**src/design/replicator_pkg.sv**
```systemverilog
// Replicator shared definitions.
// Field widths, packet and copy types, and the population count and
// lowest-bit encoder used by the classifier and the copy engine.

package replicator_pkg;

	localparam int CONN_NBITS = 3;
	localparam int VEC_NBITS = 2 ** CONN_NBITS;
	localparam int PRI_NBITS = 2;
	localparam int PTR_NBITS = 16;
	localparam int LEN_NBITS = 14;
	localparam int PORT_NBITS = 4;

	typedef logic [VEC_NBITS-1:0] conn_vec_t;
	typedef logic [CONN_NBITS-1:0] conn_t;
	typedef logic [PRI_NBITS-1:0] pri_t;
	typedef logic [PRI_NBITS+CONN_NBITS-1:0] qid_t; // {pri, conn}.
	typedef logic [CONN_NBITS:0] count_t;

	typedef struct packed {
		logic [PTR_NBITS-1:0] buf_ptr;
		logic [LEN_NBITS-1:0] len;
		logic [PORT_NBITS-1:0] src_port;
	} desc_t;

	typedef struct packed {
		conn_vec_t vec;
		pri_t pri;
		count_t count;
		desc_t desc;
	} pkt_t;

	typedef struct packed {
		logic ucast;
		logic last;
		count_t packet_id;
		qid_t qid;
		desc_t desc;
	} copy_t;

	function automatic count_t bits_sum(input conn_vec_t vec);
		count_t sum;
		sum = '0;
		for (int i = 0; i < VEC_NBITS; i++)
			sum = sum + count_t'(vec[i]);
		return sum;
	endfunction

	// One plus index of the lowest set bit, zero when empty.
	function automatic count_t pri_enc(input conn_vec_t vec);
		count_t pos;
		pos = '0;
		for (int i = VEC_NBITS - 1; i >= 0; i--)
			if (vec[i])
				pos = count_t'(i + 1);
		return pos;
	endfunction

endpackage

```
**src/design/copy_engine.sv**
```systemverilog
// Copy engine.
// Takes the next packet, unicast ahead of multicast, and walks its
// connection vector from the low index up, writing one copy per cycle.

`timescale 1ns/1ps

module copy_engine (
	input logic clk,
	input logic rst_n,
	input replicator_pkg::pkt_t ucast_pkt,
	input logic ucast_empty,
	input replicator_pkg::pkt_t mcast_pkt,
	input logic mcast_empty,
	input logic out_full,
	output logic ucast_rd,
	output logic mcast_rd,
	output logic out_wr,
	output replicator_pkg::copy_t out_copy
);

	import replicator_pkg::*;

	logic held_valid;
	conn_vec_t held_vec; // Remaining connections, shifted down.
	conn_t offset;
	count_t idx;
	count_t total;
	pri_t held_pri;
	desc_t held_desc;

	count_t pos;
	conn_t conn;
	logic last;
	logic release_pkt;
	logic load;
	pkt_t new_pkt;

	assign pos = pri_enc(held_vec);
	assign conn = conn_t'(count_t'(offset) + pos - count_t'(1));
	assign last = (idx == total - count_t'(1));

	assign out_wr = held_valid & ~out_full;
	assign release_pkt = out_wr & last;

	// Load while the final copy leaves so no cycle is lost between packets.
	assign ucast_rd = (~held_valid | release_pkt) & ~ucast_empty;
	assign mcast_rd = (~held_valid | release_pkt) & ucast_empty & ~mcast_empty;
	assign load = ucast_rd | mcast_rd;
	assign new_pkt = ucast_rd ? ucast_pkt : mcast_pkt;

	always_comb
	begin
		out_copy.ucast = (total == count_t'(1));
		out_copy.last = last;
		out_copy.packet_id = idx;
		out_copy.qid = {held_pri, conn};
		out_copy.desc = held_desc;
	end

	always_ff @(posedge clk)
	begin
		if (load)
		begin
			held_pri <= new_pkt.pri;
			held_desc <= new_pkt.desc;
		end
	end

	always_ff @(posedge clk)
	begin
		if (!rst_n)
		begin
			held_valid <= 1'b0;
			held_vec <= '0;
			offset <= '0;
			idx <= '0;
			total <= '0;
		end
		else if (load)
		begin
			held_valid <= 1'b1;
			held_vec <= new_pkt.vec;
			offset <= '0;
			idx <= '0;
			total <= new_pkt.count;
		end
		else if (release_pkt)
			held_valid <= 1'b0;
		else if (out_wr)
		begin
			held_vec <= held_vec >> pos; // Drop the bit just used.
			offset <= offset + conn_t'(pos);
			idx <= idx + count_t'(1);
		end
	end

endmodule

```
**src/design/enq_classifier.sv**
```systemverilog
// Enqueue classifier.
// Registers an enqueue request, counts its connections and sends it to the
// unicast FIFO, the multicast FIFO or the discard port.

`timescale 1ns/1ps

module enq_classifier (
	input logic clk,
	input logic rst_n,
	input logic enq_req,
	input logic enq_discard,
	input logic enq_allow_mcast,
	input replicator_pkg::conn_vec_t enq_vec,
	input replicator_pkg::pri_t enq_pri,
	input replicator_pkg::desc_t enq_desc,
	input logic ucast_full,
	input logic mcast_full,
	output logic ucast_wr,
	output logic mcast_wr,
	output replicator_pkg::pkt_t pkt,
	output logic discard_req,
	output replicator_pkg::desc_t discard_desc
);

	import replicator_pkg::*;

	logic req_d1;
	logic discard_d1;
	logic allow_mcast_d1;
	conn_vec_t vec_d1;
	pri_t pri_d1;
	desc_t desc_d1;

	count_t copy_cnt;
	logic is_ucast;
	logic is_mcast;
	logic discard_set;

	always_ff @(posedge clk)
	begin
		discard_d1 <= enq_discard;
		allow_mcast_d1 <= enq_allow_mcast;
		vec_d1 <= enq_vec;
		pri_d1 <= enq_pri;
		desc_d1 <= enq_desc;
	end

	always_ff @(posedge clk)
	begin
		if (!rst_n)
			req_d1 <= 1'b0;
		else
			req_d1 <= enq_req;
	end

	assign copy_cnt = bits_sum(vec_d1);
	assign is_ucast = (copy_cnt == count_t'(1));
	assign is_mcast = (copy_cnt > count_t'(1));

	assign ucast_wr = req_d1 & ~discard_d1 & is_ucast & ~ucast_full;
	assign mcast_wr = req_d1 & ~discard_d1 & is_mcast & allow_mcast_d1 & ~mcast_full;
	assign discard_set = req_d1 & ~ucast_wr & ~mcast_wr; // Empty vector lands here too.

	always_comb
	begin
		pkt.vec = vec_d1;
		pkt.pri = pri_d1;
		pkt.count = copy_cnt;
		pkt.desc = desc_d1;
	end

	always_ff @(posedge clk)
	begin
		if (discard_set)
			discard_desc <= desc_d1;
	end

	always_ff @(posedge clk)
	begin
		if (!rst_n)
			discard_req <= 1'b0;
		else
			discard_req <= discard_set;
	end

endmodule

```
**src/design/mcast_replicator.sv**
```systemverilog
// Multicast replicator top level.
// Classifier, unicast and multicast input FIFOs, copy engine and the
// output FIFO that presents copies under back-pressure.

`timescale 1ns/1ps

module mcast_replicator #(
	parameter int FIFO_DEPTH_NBITS = 3
)(
	input logic clk,
	input logic rst_n,
	input logic enq_req,
	input logic enq_discard,
	input logic enq_allow_mcast,
	input replicator_pkg::conn_vec_t enq_vec,
	input replicator_pkg::pri_t enq_pri,
	input replicator_pkg::desc_t enq_desc,
	input logic rep_bp,
	output logic discard_req,
	output replicator_pkg::desc_t discard_desc,
	output logic rep_req,
	output replicator_pkg::copy_t rep_copy
);

	import replicator_pkg::*;

	localparam int OUT_DEPTH_NBITS = 1; // Two entries.

	pkt_t cls_pkt;
	logic ucast_wr, ucast_rd, ucast_full, ucast_empty;
	logic mcast_wr, mcast_rd, mcast_full, mcast_empty;
	pkt_t ucast_pkt;
	pkt_t mcast_pkt;
	logic out_wr, out_full, out_empty;
	copy_t out_copy;

	assign rep_req = ~out_empty & ~rep_bp;

	enq_classifier u_classifier (
		.clk(clk),
		.rst_n(rst_n),
		.enq_req(enq_req),
		.enq_discard(enq_discard),
		.enq_allow_mcast(enq_allow_mcast),
		.enq_vec(enq_vec),
		.enq_pri(enq_pri),
		.enq_desc(enq_desc),
		.ucast_full(ucast_full),
		.mcast_full(mcast_full),
		.ucast_wr(ucast_wr),
		.mcast_wr(mcast_wr),
		.pkt(cls_pkt),
		.discard_req(discard_req),
		.discard_desc(discard_desc)
	);

	sync_fifo #(.entry_t(pkt_t), .DEPTH_NBITS(FIFO_DEPTH_NBITS)) u_ucast_fifo (
		.clk(clk),
		.rst_n(rst_n),
		.wr(ucast_wr),
		.din(cls_pkt),
		.rd(ucast_rd),
		.dout(ucast_pkt),
		.full(ucast_full),
		.empty(ucast_empty)
	);

	sync_fifo #(.entry_t(pkt_t), .DEPTH_NBITS(FIFO_DEPTH_NBITS)) u_mcast_fifo (
		.clk(clk),
		.rst_n(rst_n),
		.wr(mcast_wr),
		.din(cls_pkt),
		.rd(mcast_rd),
		.dout(mcast_pkt),
		.full(mcast_full),
		.empty(mcast_empty)
	);

	copy_engine u_copy_engine (
		.clk(clk),
		.rst_n(rst_n),
		.ucast_pkt(ucast_pkt),
		.ucast_empty(ucast_empty),
		.mcast_pkt(mcast_pkt),
		.mcast_empty(mcast_empty),
		.out_full(out_full),
		.ucast_rd(ucast_rd),
		.mcast_rd(mcast_rd),
		.out_wr(out_wr),
		.out_copy(out_copy)
	);

	sync_fifo #(.entry_t(copy_t), .DEPTH_NBITS(OUT_DEPTH_NBITS)) u_out_fifo (
		.clk(clk),
		.rst_n(rst_n),
		.wr(out_wr),
		.din(out_copy),
		.rd(rep_req),
		.dout(rep_copy),
		.full(out_full),
		.empty(out_empty)
	);

endmodule

```
**src/design/sync_fifo.sv**
```systemverilog
// Synchronous FIFO.
// Register-array circular buffer with a typed entry. The head is read
// combinationally; writes when full and reads when empty are ignored.

`timescale 1ns/1ps

module sync_fifo #(
	parameter type entry_t = logic [7:0],
	parameter int DEPTH_NBITS = 3
)(
	input logic clk,
	input logic rst_n,
	input logic wr,
	input entry_t din,
	input logic rd,
	output entry_t dout,
	output logic full,
	output logic empty
);

	localparam int DEPTH = 2 ** DEPTH_NBITS;

	entry_t mem [DEPTH];
	logic [DEPTH_NBITS-1:0] wr_ptr;
	logic [DEPTH_NBITS-1:0] rd_ptr;
	logic [DEPTH_NBITS:0] count;

	logic do_wr;
	logic do_rd;

	assign full = (count == (DEPTH_NBITS + 1)'(DEPTH));
	assign empty = (count == '0);
	assign do_wr = wr & ~full;
	assign do_rd = rd & ~empty;
	assign dout = mem[rd_ptr];

	always_ff @(posedge clk)
	begin
		if (do_wr)
			mem[wr_ptr] <= din;
	end

	always_ff @(posedge clk)
	begin
		if (!rst_n)
		begin
			wr_ptr <= '0;
			rd_ptr <= '0;
			count <= '0;
		end
		else
		begin
			if (do_wr)
				wr_ptr <= wr_ptr + 1'b1; // Wraps at depth.
			if (do_rd)
				rd_ptr <= rd_ptr + 1'b1;
			if (do_wr && !do_rd)
				count <= count + 1'b1;
			else if (do_rd && !do_wr)
				count <= count - 1'b1;
		end
	end

endmodule

```
**config.mk**
```make
export PLATFORM = sky130hd
export DESIGN_NAME = mcast_replicator
export DESIGN_NICKNAME = d
export VERILOG_FILES = /design/src/design/replicator_pkg.sv /design/src/design/copy_engine.sv /design/src/design/enq_classifier.sv /design/src/design/mcast_replicator.sv /design/src/design/sync_fifo.sv
export SDC_FILE = /design/constraint.sdc
export NUM_CORES = 1
export LEC_CHECK = 0
export ABC_AREA = 0
export BUFFER_PORTS_ARGS = -buffer_cell sky130_fd_sc_hd__buf_2
export CORE_ASPECT_RATIO = 0.75
export CORE_MARGIN = 4
export CORE_UTILIZATION = 62
export CTS_CLUSTER_DIAMETER = 80
export DETAILED_ROUTE_END_ITERATION = 7
export PLACE_DENSITY = 0.79
export SKIP_CTS_REPAIR_TIMING = 1
export SLEW_MARGIN = 20
export SYNTH_ARGS = -nofsm -noshare
export SYNTH_HDL_FRONTEND = slang
export SYNTH_HIERARCHICAL = 1
export SYNTH_SLANG_ARGS = --single-unit
```
**constraint.sdc**
```tcl
create_clock -name clk -period 20.7 [get_ports clk]
set_clock_uncertainty 0.15 [all_clocks]
set_input_delay 2.07 -clock clk [delete_from_list [all_inputs] [get_ports clk]]
set_output_delay 2.07 -clock clk [all_outputs]
set_load 0.01 [all_outputs]
```
==> results of run 1 <==
## power by group through the flow
stage | Clock, mW | Sequential (mW) | Combinational (mW)
finish | 1.82 | 2.57 | 0.776
global route | 1.93 | 2.59 | 0.836
CTS | 1.84 | 2.57 | 0.771
detailed placement | 0 | 2.61 | 0.759
global placement | 0 | 2.60 | 0.734
floorplan | 0 | 2.56 | 0.574
## final timing paths
kind	startpoint	endpoint	slack [ns]
setup / recovery	u_classifier/vec_d1[3]$_DFF_P_	u_mcast_fifo/mem[4][17]$_DFFE_PP_	14.72
hold / removal	u_copy_engine/out_copy[24]$_DFFE_PN_	u_out_fifo/mem[1][24]$_DFFE_PP_	0.30
setup reg to reg	u_classifier/vec_d1[3]$_DFF_P_	u_mcast_fifo/mem[4][17]$_DFFE_PP_	14.72
hold reg to reg	u_copy_engine/out_copy[24]$_DFFE_PN_	u_out_fifo/mem[1][24]$_DFFE_PP_	0.30
## cells by family after synthesis
group	after synthesis	synth area share, %
compound gates	77	1.443
xor+xnor	30	0.6662
fa+ha+maj	28	1.022
buf+inv	120	1.780
flops	1027	75.68
mux	343	16.06
simple gates	284	3.344
## layer usage
layer / vias to the layer above / wire length, um / share of wire (%)
met1: 9784 / 32440 / 39
met5: - / 173 / 0.21
met3: 149 / 9168 / 11
met4: 4 / 1975 / 2.4
met2: 987 / 39800 / 48
li1: 7952 / - / -
## registers in the layout, summed over array words and instances (netlist names), 3 cells and up, named ones only
register	count
u_ucast_fifo/rd_ptr	3
u_mcast_fifo/rd_ptr	3
u_mcast_fifo/wr_ptr	3
u_out_fifo/mem	90
u_copy_engine/offset	3
u_ucast_fifo/count	4
u_copy_engine/out_copy	34
u_copy_engine/held_vec	8
u_classifier/pkt	34
u_copy_engine/idx	4
u_ucast_fifo/wr_ptr	3
u_ucast_fifo/mem	384
u_mcast_fifo/count	4
u_mcast_fifo/mem	384
u_classifier/discard_desc	34
u_classifier/vec_d1	8
u_copy_engine/total	4
## area by class of cell
cell class                 instances  area (um^2)
multi-input combinational        762         9016
clock inverter                    63        899.6
antenna                            5        12.51
timing repair buffer             162        890.9
sequential                      1027        29870
inverter                          36        135.1
tap                              850         1064
clock buffer                     106         2332
fill                            3648        18250
## worst register-to-register path, delay by kind of cell, from the launching register on
family	cells	cell delay, ns
adders and majority gates	5	2.59
and+or+nand+nor	4	1.11
buffers and inverters	4	0.93
DFF	1	0.67
AOI/OAI and AO/OA	1	0.07
## layout by cell type, fill, tap and decap left out, types with 6 or more instances in the layout
master / n
nand3_1: 13
clkbuf_1: 14
nor2b_1: 11
buf_4: 32
bufinv_16: 19
fa_1: 7
nor3_2: 9
o21ai_0: 18
xor2_1: 7
ha_1: 21
nor2_4: 6
mux2_4: 80
nor2_1: 24
edfxtp_1: 928
and2_1: 19
mux4_2: 186
mux4_1: 6
mux2_2: 61
clkbuf_16: 90
dfxtp_4: 7
clkinv_1: 8
xnor2_1: 22
nand2_1: 155
inv_1: 31
a21oi_1: 12
a31oi_1: 9
buf_2: 130
mux2i_1: 10
nand2b_1: 13
dfxtp_1: 92
clkinv_2: 20
## through the flow
stage          instances  hold slack, ns
6_report            3011          0.2955
5_1_grt             3006          0.3095
3_3_place_gp        2837          0.2714
4_1_cts             3006          0.2939
3_5_place_dp        2837          0.2797
2_1_floorplan       1909          0.2715
==> flow_summary_export.csv, run 1 <==
group,metric,value,unit
outcome,status,"finished with violations",
outcome,violations,"antenna violations",
global_routing,grtUsageMet3,6.633,%
yosys,synthCells,1909,
power_and_ir_drop,swShare,25.65,%
cts,htree_levels,3,
routing,antenna_left,1,
power_and_ir_drop,total_power,5.161,mW
floorplanning,core-area,62470,um^2
worst_setup_path,worst-path-buf-inv,4,
floorplanning,fp-row-count,79,
sta,setup_ws,14.72,ns
sta,rsz0062_at_grt,"false",
sta,tightest_slew,1.167,ns
routing,post_drt_wl_per_cell,27.75,um
layout,design_area,44220,um^2
routing,drt_wl_total,83.56,mm
worst_setup_path,cp_max_fo,48,
place,placed_area,40960,um^2
global_routing,grt_pass1_wl,123.7,mm
sta,hold_viol_final,0,
power_and_ir_drop,combPwrFrac,15.0,%
power_and_ir_drop,p_seq_share,49.8,%
yosys,synthArstFlopShare,0,%
sta,final.min_clock_period,5.979,ns
worst_setup_path,slowest_stage,"fa_1",
global_routing,grt_max_degree,68,
worst_setup_path,cp.arrival,6.11,ns
power_and_ir_drop,p_switching,1.324,mW
sta,tns,0,ns
global_routing,use_met2,39.29,%
power_and_ir_drop,ir_worst_vdd,0.09534,mV
power_and_ir_drop,cellPowerDensity,116.7,nW/um^2
floorplanning,dieArea,67750,um^2
routing,vias,18880,
sta,setup_viol_count_final,0,
routing,drcViolationCount,0,
power_and_ir_drop,pwr-share-clk,35.2,%
sta,slew_headroom,22.23,%
floorplanning,initial_core_util,63.13,%
worst_setup_path,crit_top_cell,"fa_1",
layout,nNetsFinal,2157,
worst_setup_path,critical_path_class,"register to register",
place,dpl_worst_slack,14.86,ns
worst_setup_path,crit_path_max_incr_delay,0.89,ns
sta,period_share,28.88,%
yosys,synthTopCellsByArea,"edfxtp_1 (71%), mux4_2 (11%), dfxtp_1 (5.0%), mux2_4 (3.0%), mux2_2 (1.7%)",
cts,cts_root_buf,"clkbuf_16",
power_and_ir_drop,p_int,3.837,mW
flow_run,maxCapViolCount,0,
cts,cts_tree,"done",
worst_setup_path,critical_path_required,20.83,ns
cts,clk_latency,0.67,ns
yosys,yosys-top-cells-count,"edfxtp_1 (928), mux4_2 (186), nand2_1 (155), dfxtp_1 (99), mux2_4 (80)",
global_routing,grt.busiest_layer,"met2",
floorplanning,die_y,226.4,um
cts,cts_buffers,90,
routing,first_pass_iters,5,
cts,clk_pin_slew,0.06,ns
worst_hold_path,hold_path_class,"register to register",
worst_setup_path,path_depth,14,
layout,area_growth,12.13,%
yosys,synth_seq_area_share,75.68,%
worst_hold_path,hold_path_depth,0,
floorplanning,die_w,299.2,um
global_routing,grt_remaining_overflow,0,
yosys,syn_avg_cell_area,20.66,um^2
cts,clk_path_buf_depth,3,
yosys,yosysMostFrequentCell,"edfxtp_1",
yosys,synth_area,39440,um^2
worst_setup_path,reg2reg_depth,14,
yosys,netlist.area_leader.share,70.66,%
global_routing,grtUsageMet1,35.73,%
cts,clock-sinks,1027,
place,port_buffers,130,
sta,drv_slew,0,
sta,clock.fmax,167.3,MHz
place,place.detailed.hpwl,44.75,mm
layout,drive_gt1_share,31.82,%
yosys,syn_nets,1987,
routing,viasPerCell,6.269,
floorplanning,io_pins,131,
yosys,synth_seq_cells,1027,
place,gp_congestion,0.7782,
global_routing,grt_use_total,25.02,%
yosys,yosys.area.top_type,"edfxtp_1",
routing,drtIter0Drc,2047,
global_routing,grt_antenna_before_repair,6,
yosys,ys_types,65,
global_routing,first_global_vias,19280,
power_and_ir_drop,power_leakage,14.54,nW
layout,final_util,70.79,%
yosys,synth_ff_type,"edfxtp_1",
yosys,synth_edf_count,928,
worst_setup_path,path_cells,"fa_1 -> inv_1 -> fa_1 -> fa_1 -> inv_1 -> ha_1 -> fa_1 -> a21oi_2 -> nor4bb_1 -> nand2_2 -> inv_2 -> nand2_1 -> nor3_2 -> buf_4",
worst_setup_path,start_kind,"register",
worst_setup_path,crit_path_end_kind,"register",
worst_setup_path,critPathTopFamily,"adder cells",
yosys,synth_warnings,6,
(Power assumes the default switching activity.)
==> inputs of run 2 (changes only) <==
--- a/config.mk
+++ b/config.mk
@@ -9,10 +9,10 @@
 export BUFFER_PORTS_ARGS = -buffer_cell sky130_fd_sc_hd__buf_2
 export CORE_ASPECT_RATIO = 0.75
 export CORE_MARGIN = 4
-export CORE_UTILIZATION = 62
+export CORE_UTILIZATION = 56
 export CTS_CLUSTER_DIAMETER = 80
 export DETAILED_ROUTE_END_ITERATION = 7
-export PLACE_DENSITY = 0.79
+export PLACE_DENSITY = 0.75
 export SKIP_CTS_REPAIR_TIMING = 1
 export SLEW_MARGIN = 20
 export SYNTH_ARGS = -nofsm -noshare
==> constraint.sdc (replaced) <==
create_clock -name clk -period 5.42 [get_ports clk]
set_clock_uncertainty 0.15 [all_clocks]
set_input_delay 0.542 -clock clk [delete_from_list [all_inputs] [get_ports clk]]
set_output_delay 0.542 -clock clk [all_outputs]
set_load 0.01 [all_outputs]
==> run 2 against run 1 <==
- the run now ends clean
- hold slack worse by 0.032 ns
- via count down 0.60%
- combinational power rose to 3.8 times the previous value
- clock-buffer cell count up 15
- global-route usage down 3.5 points
==> flow_summary_export.csv, run 2 (synthesis gave the netlist of run 1 again) <==
group,metric,value,unit
layout,reg_top3,"u_mcast_fifo/mem (384), u_ucast_fifo/mem (384), u_out_fifo/mem (90)",
routing,drtIter0Drc,2106,
worst_setup_path,cp_max_fo,17,
worst_hold_path,hold_path_class,"input pin to register",
place,dpl_worst_slack,0.4205,ns
global_routing,grt_remaining_overflow,0,
worst_setup_path,critical_path_required,5.86,ns
routing,first_pass_iters,5,
worst_setup_path,start_kind,"register",
floorplanning,io_pins,131,
place,gp_congestion,0.7530,
flow_run,maxCapViolCount,0,
sta,hold_viol_final,0,
worst_setup_path,r2r_slack,0.32,ns
sta,clock.fmax,196.2,MHz
worst_setup_path,critical_path_class,"register to register",
sta,drv_slew,0,
global_routing,grt_antenna_before_repair,1,
sta,hold_ws,0.2635,ns
layout,antenna_cells,0,
floorplanning,initial_core_util,57.11,%
worst_setup_path,crit_path_end_kind,"register",
layout,drive_gt1_share,31.10,%
global_routing,first_global_vias,19200,
cts,clk_path_buf_depth,3,
routing,antenna_left,0,
global_routing,grt_pass1_wl,120.0,mm
worst_setup_path,r2r-start,"u_classifier/vec_d1[1]$_DFF_P_",
routing,viasPerCell,5.943,
cts,clk_latency,0.67,ns
sta,rsz0062_at_grt,"false",
routing,drcViolationCount,0,
layout,design_area,44970,um^2
global_routing,grt_max_degree,66,
worst_hold_path,min_from,"rep_bp",
place,port_buffers,130,
floorplanning,die_y,237.8,um
routing,drt_wl_total,79.63,mm
power_and_ir_drop,cellPowerDensity,427.8,nW/um^2
worst_hold_path,hold_path_depth,5,
power_and_ir_drop,ir_worst_vdd,0.2951,mV
place,placed_area,41450,um^2
cts,cts_root_buf,"clkbuf_16",
floorplanning,die_w,314.4,um
layout,area_growth,14.03,%
layout,final_common_cell,"edfxtp_1",
sta,period_share,94.02,%
layout,final_cell_mix,"edfxtp_1 (928), mux4_2 (186), nand2_1 (155)",
routing,vias,18760,
layout,nNetsFinal,2220,
cts,cts_buffers,95,
outcome,status,"finished, final reports clean",
sta,setup_ws,0.3239,ns
floorplanning,core-area,69060,um^2
worst_setup_path,cp.arrival,5.53,ns
routing,post_drt_wl_per_cell,25.22,um
worst_setup_path,timing.rr.end,"u_ucast_fifo/count[3]$_SDFFE_PN0P_",
sta,final.min_clock_period,5.096,ns
floorplanning,dieArea,74780,um^2
worst_setup_path,reg2reg_depth,19,
sta,slew_headroom,26.60,%
cts,cts_tree,"done",
place,placed_cells,2932,
floorplanning,fp-row-count,83,
cts,clk_pin_slew,0.06,ns
cts,clock-sinks,1027,
place,place.detailed.hpwl,43.96,mm
sta,setup_viol_count_final,0,
sta,tightest_slew,1.099,ns
sta,tns,0,ns
layout,fin_cells,3157,
cts,htree_levels,3,
power_and_ir_drop,power_leakage,14.73,nW
global_routing,grt_use_total,21.56,%
==> run 2: cell types whose count changed in the layout (fill, tap and decap cells not counted), sizes merged <==
| cell | change |
|---|---|
| clkinv | +6 |
| diode | -5 |
| buf | +11 |
| dlygate4sd3 | +47 |
| bufinv | -13 |
| clkbuf | +15 |
==> run 2: metrics by stage <==
stage	total power, mW	utilization (%)
5_1_grt	20.03	65.12
3_5_place_dp	12.91	60.02
3_3_place_gp	12.75	60.02
6_report	19.24	65.12
4_1_cts	19.34	64.40
2_1_floorplan	11.98	-
==> run 2: final cells by class <==
cell class	count	area, um^2
Clock buffer	121	2537
Inverter	36	135.1
Clock inverter	56	486.7
Fill cell	4379	24090
Tap cell	935	1170
Multi-Input combinational cell	762	9096
Sequential cell	1027	29880
Timing Repair Buffer	220	1669
==> run 2: how the worst max path moves through the flow <==
stage | from | to | cells after the start
after floorplan | u_classifier/vec_d1[0]$_DFF_P_ | u_ucast_fifo/mem[3][0]$_DFFE_PP_ | 12
after global placement | u_classifier/vec_d1[1]$_DFF_P_ | u_ucast_fifo/count[3]$_SDFFE_PN0P_ | 19
after detailed placement | u_classifier/vec_d1[1]$_DFF_P_ | u_ucast_fifo/count[3]$_SDFFE_PN0P_ | 19
after CTS | u_classifier/vec_d1[1]$_DFF_P_ | u_ucast_fifo/count[3]$_SDFFE_PN0P_ | 19
after global routing | u_classifier/vec_d1[1]$_DFF_P_ | u_ucast_fifo/count[3]$_SDFFE_PN0P_ | 19
final | u_classifier/vec_d1[1]$_DFF_P_ | u_ucast_fifo/count[3]$_SDFFE_PN0P_ | 19
==> run 2: worst max-delay path, cell delays in order, from the launching register on <==
cell	delay (ns)
dfxtp_2	0.51
fa_1	0.47
inv_1	0.09
fa_1	0.43
fa_1	0.51
inv_2	0.05
ha_4	0.16
fa_2	0.42
or2_1	0.26
a21oi_2	0.19
and4b_1	0.31
nand2_2	0.10
inv_2	0.08
ha_1	0.17
inv_1	0.10
ha_1	0.34
a21oi_1	0.22
a211oi_1	0.10
a31oi_1	0.19
mux2i_1	0.19
==> run 2: power by group <==
group	switching, mW	internal (mW)
clock	2.84	3.62
combinational	1.68	1.28
sequential	0.427	9.39
==> run 2: metal layers <==
layer / vias up / global-route usage [%] / share of wire (%) / routed length (um)
li1: 8083 / - / - / -
met4: 0 / 5.714 / 2.4 / 1898
met2: 770 / 34.01 / 48 / 38180
met3: 134 / 4.402 / 8.0 / 6361
met5: - / 0 / 0 / 0
met1: 9775 / 31.45 / 42 / 33190
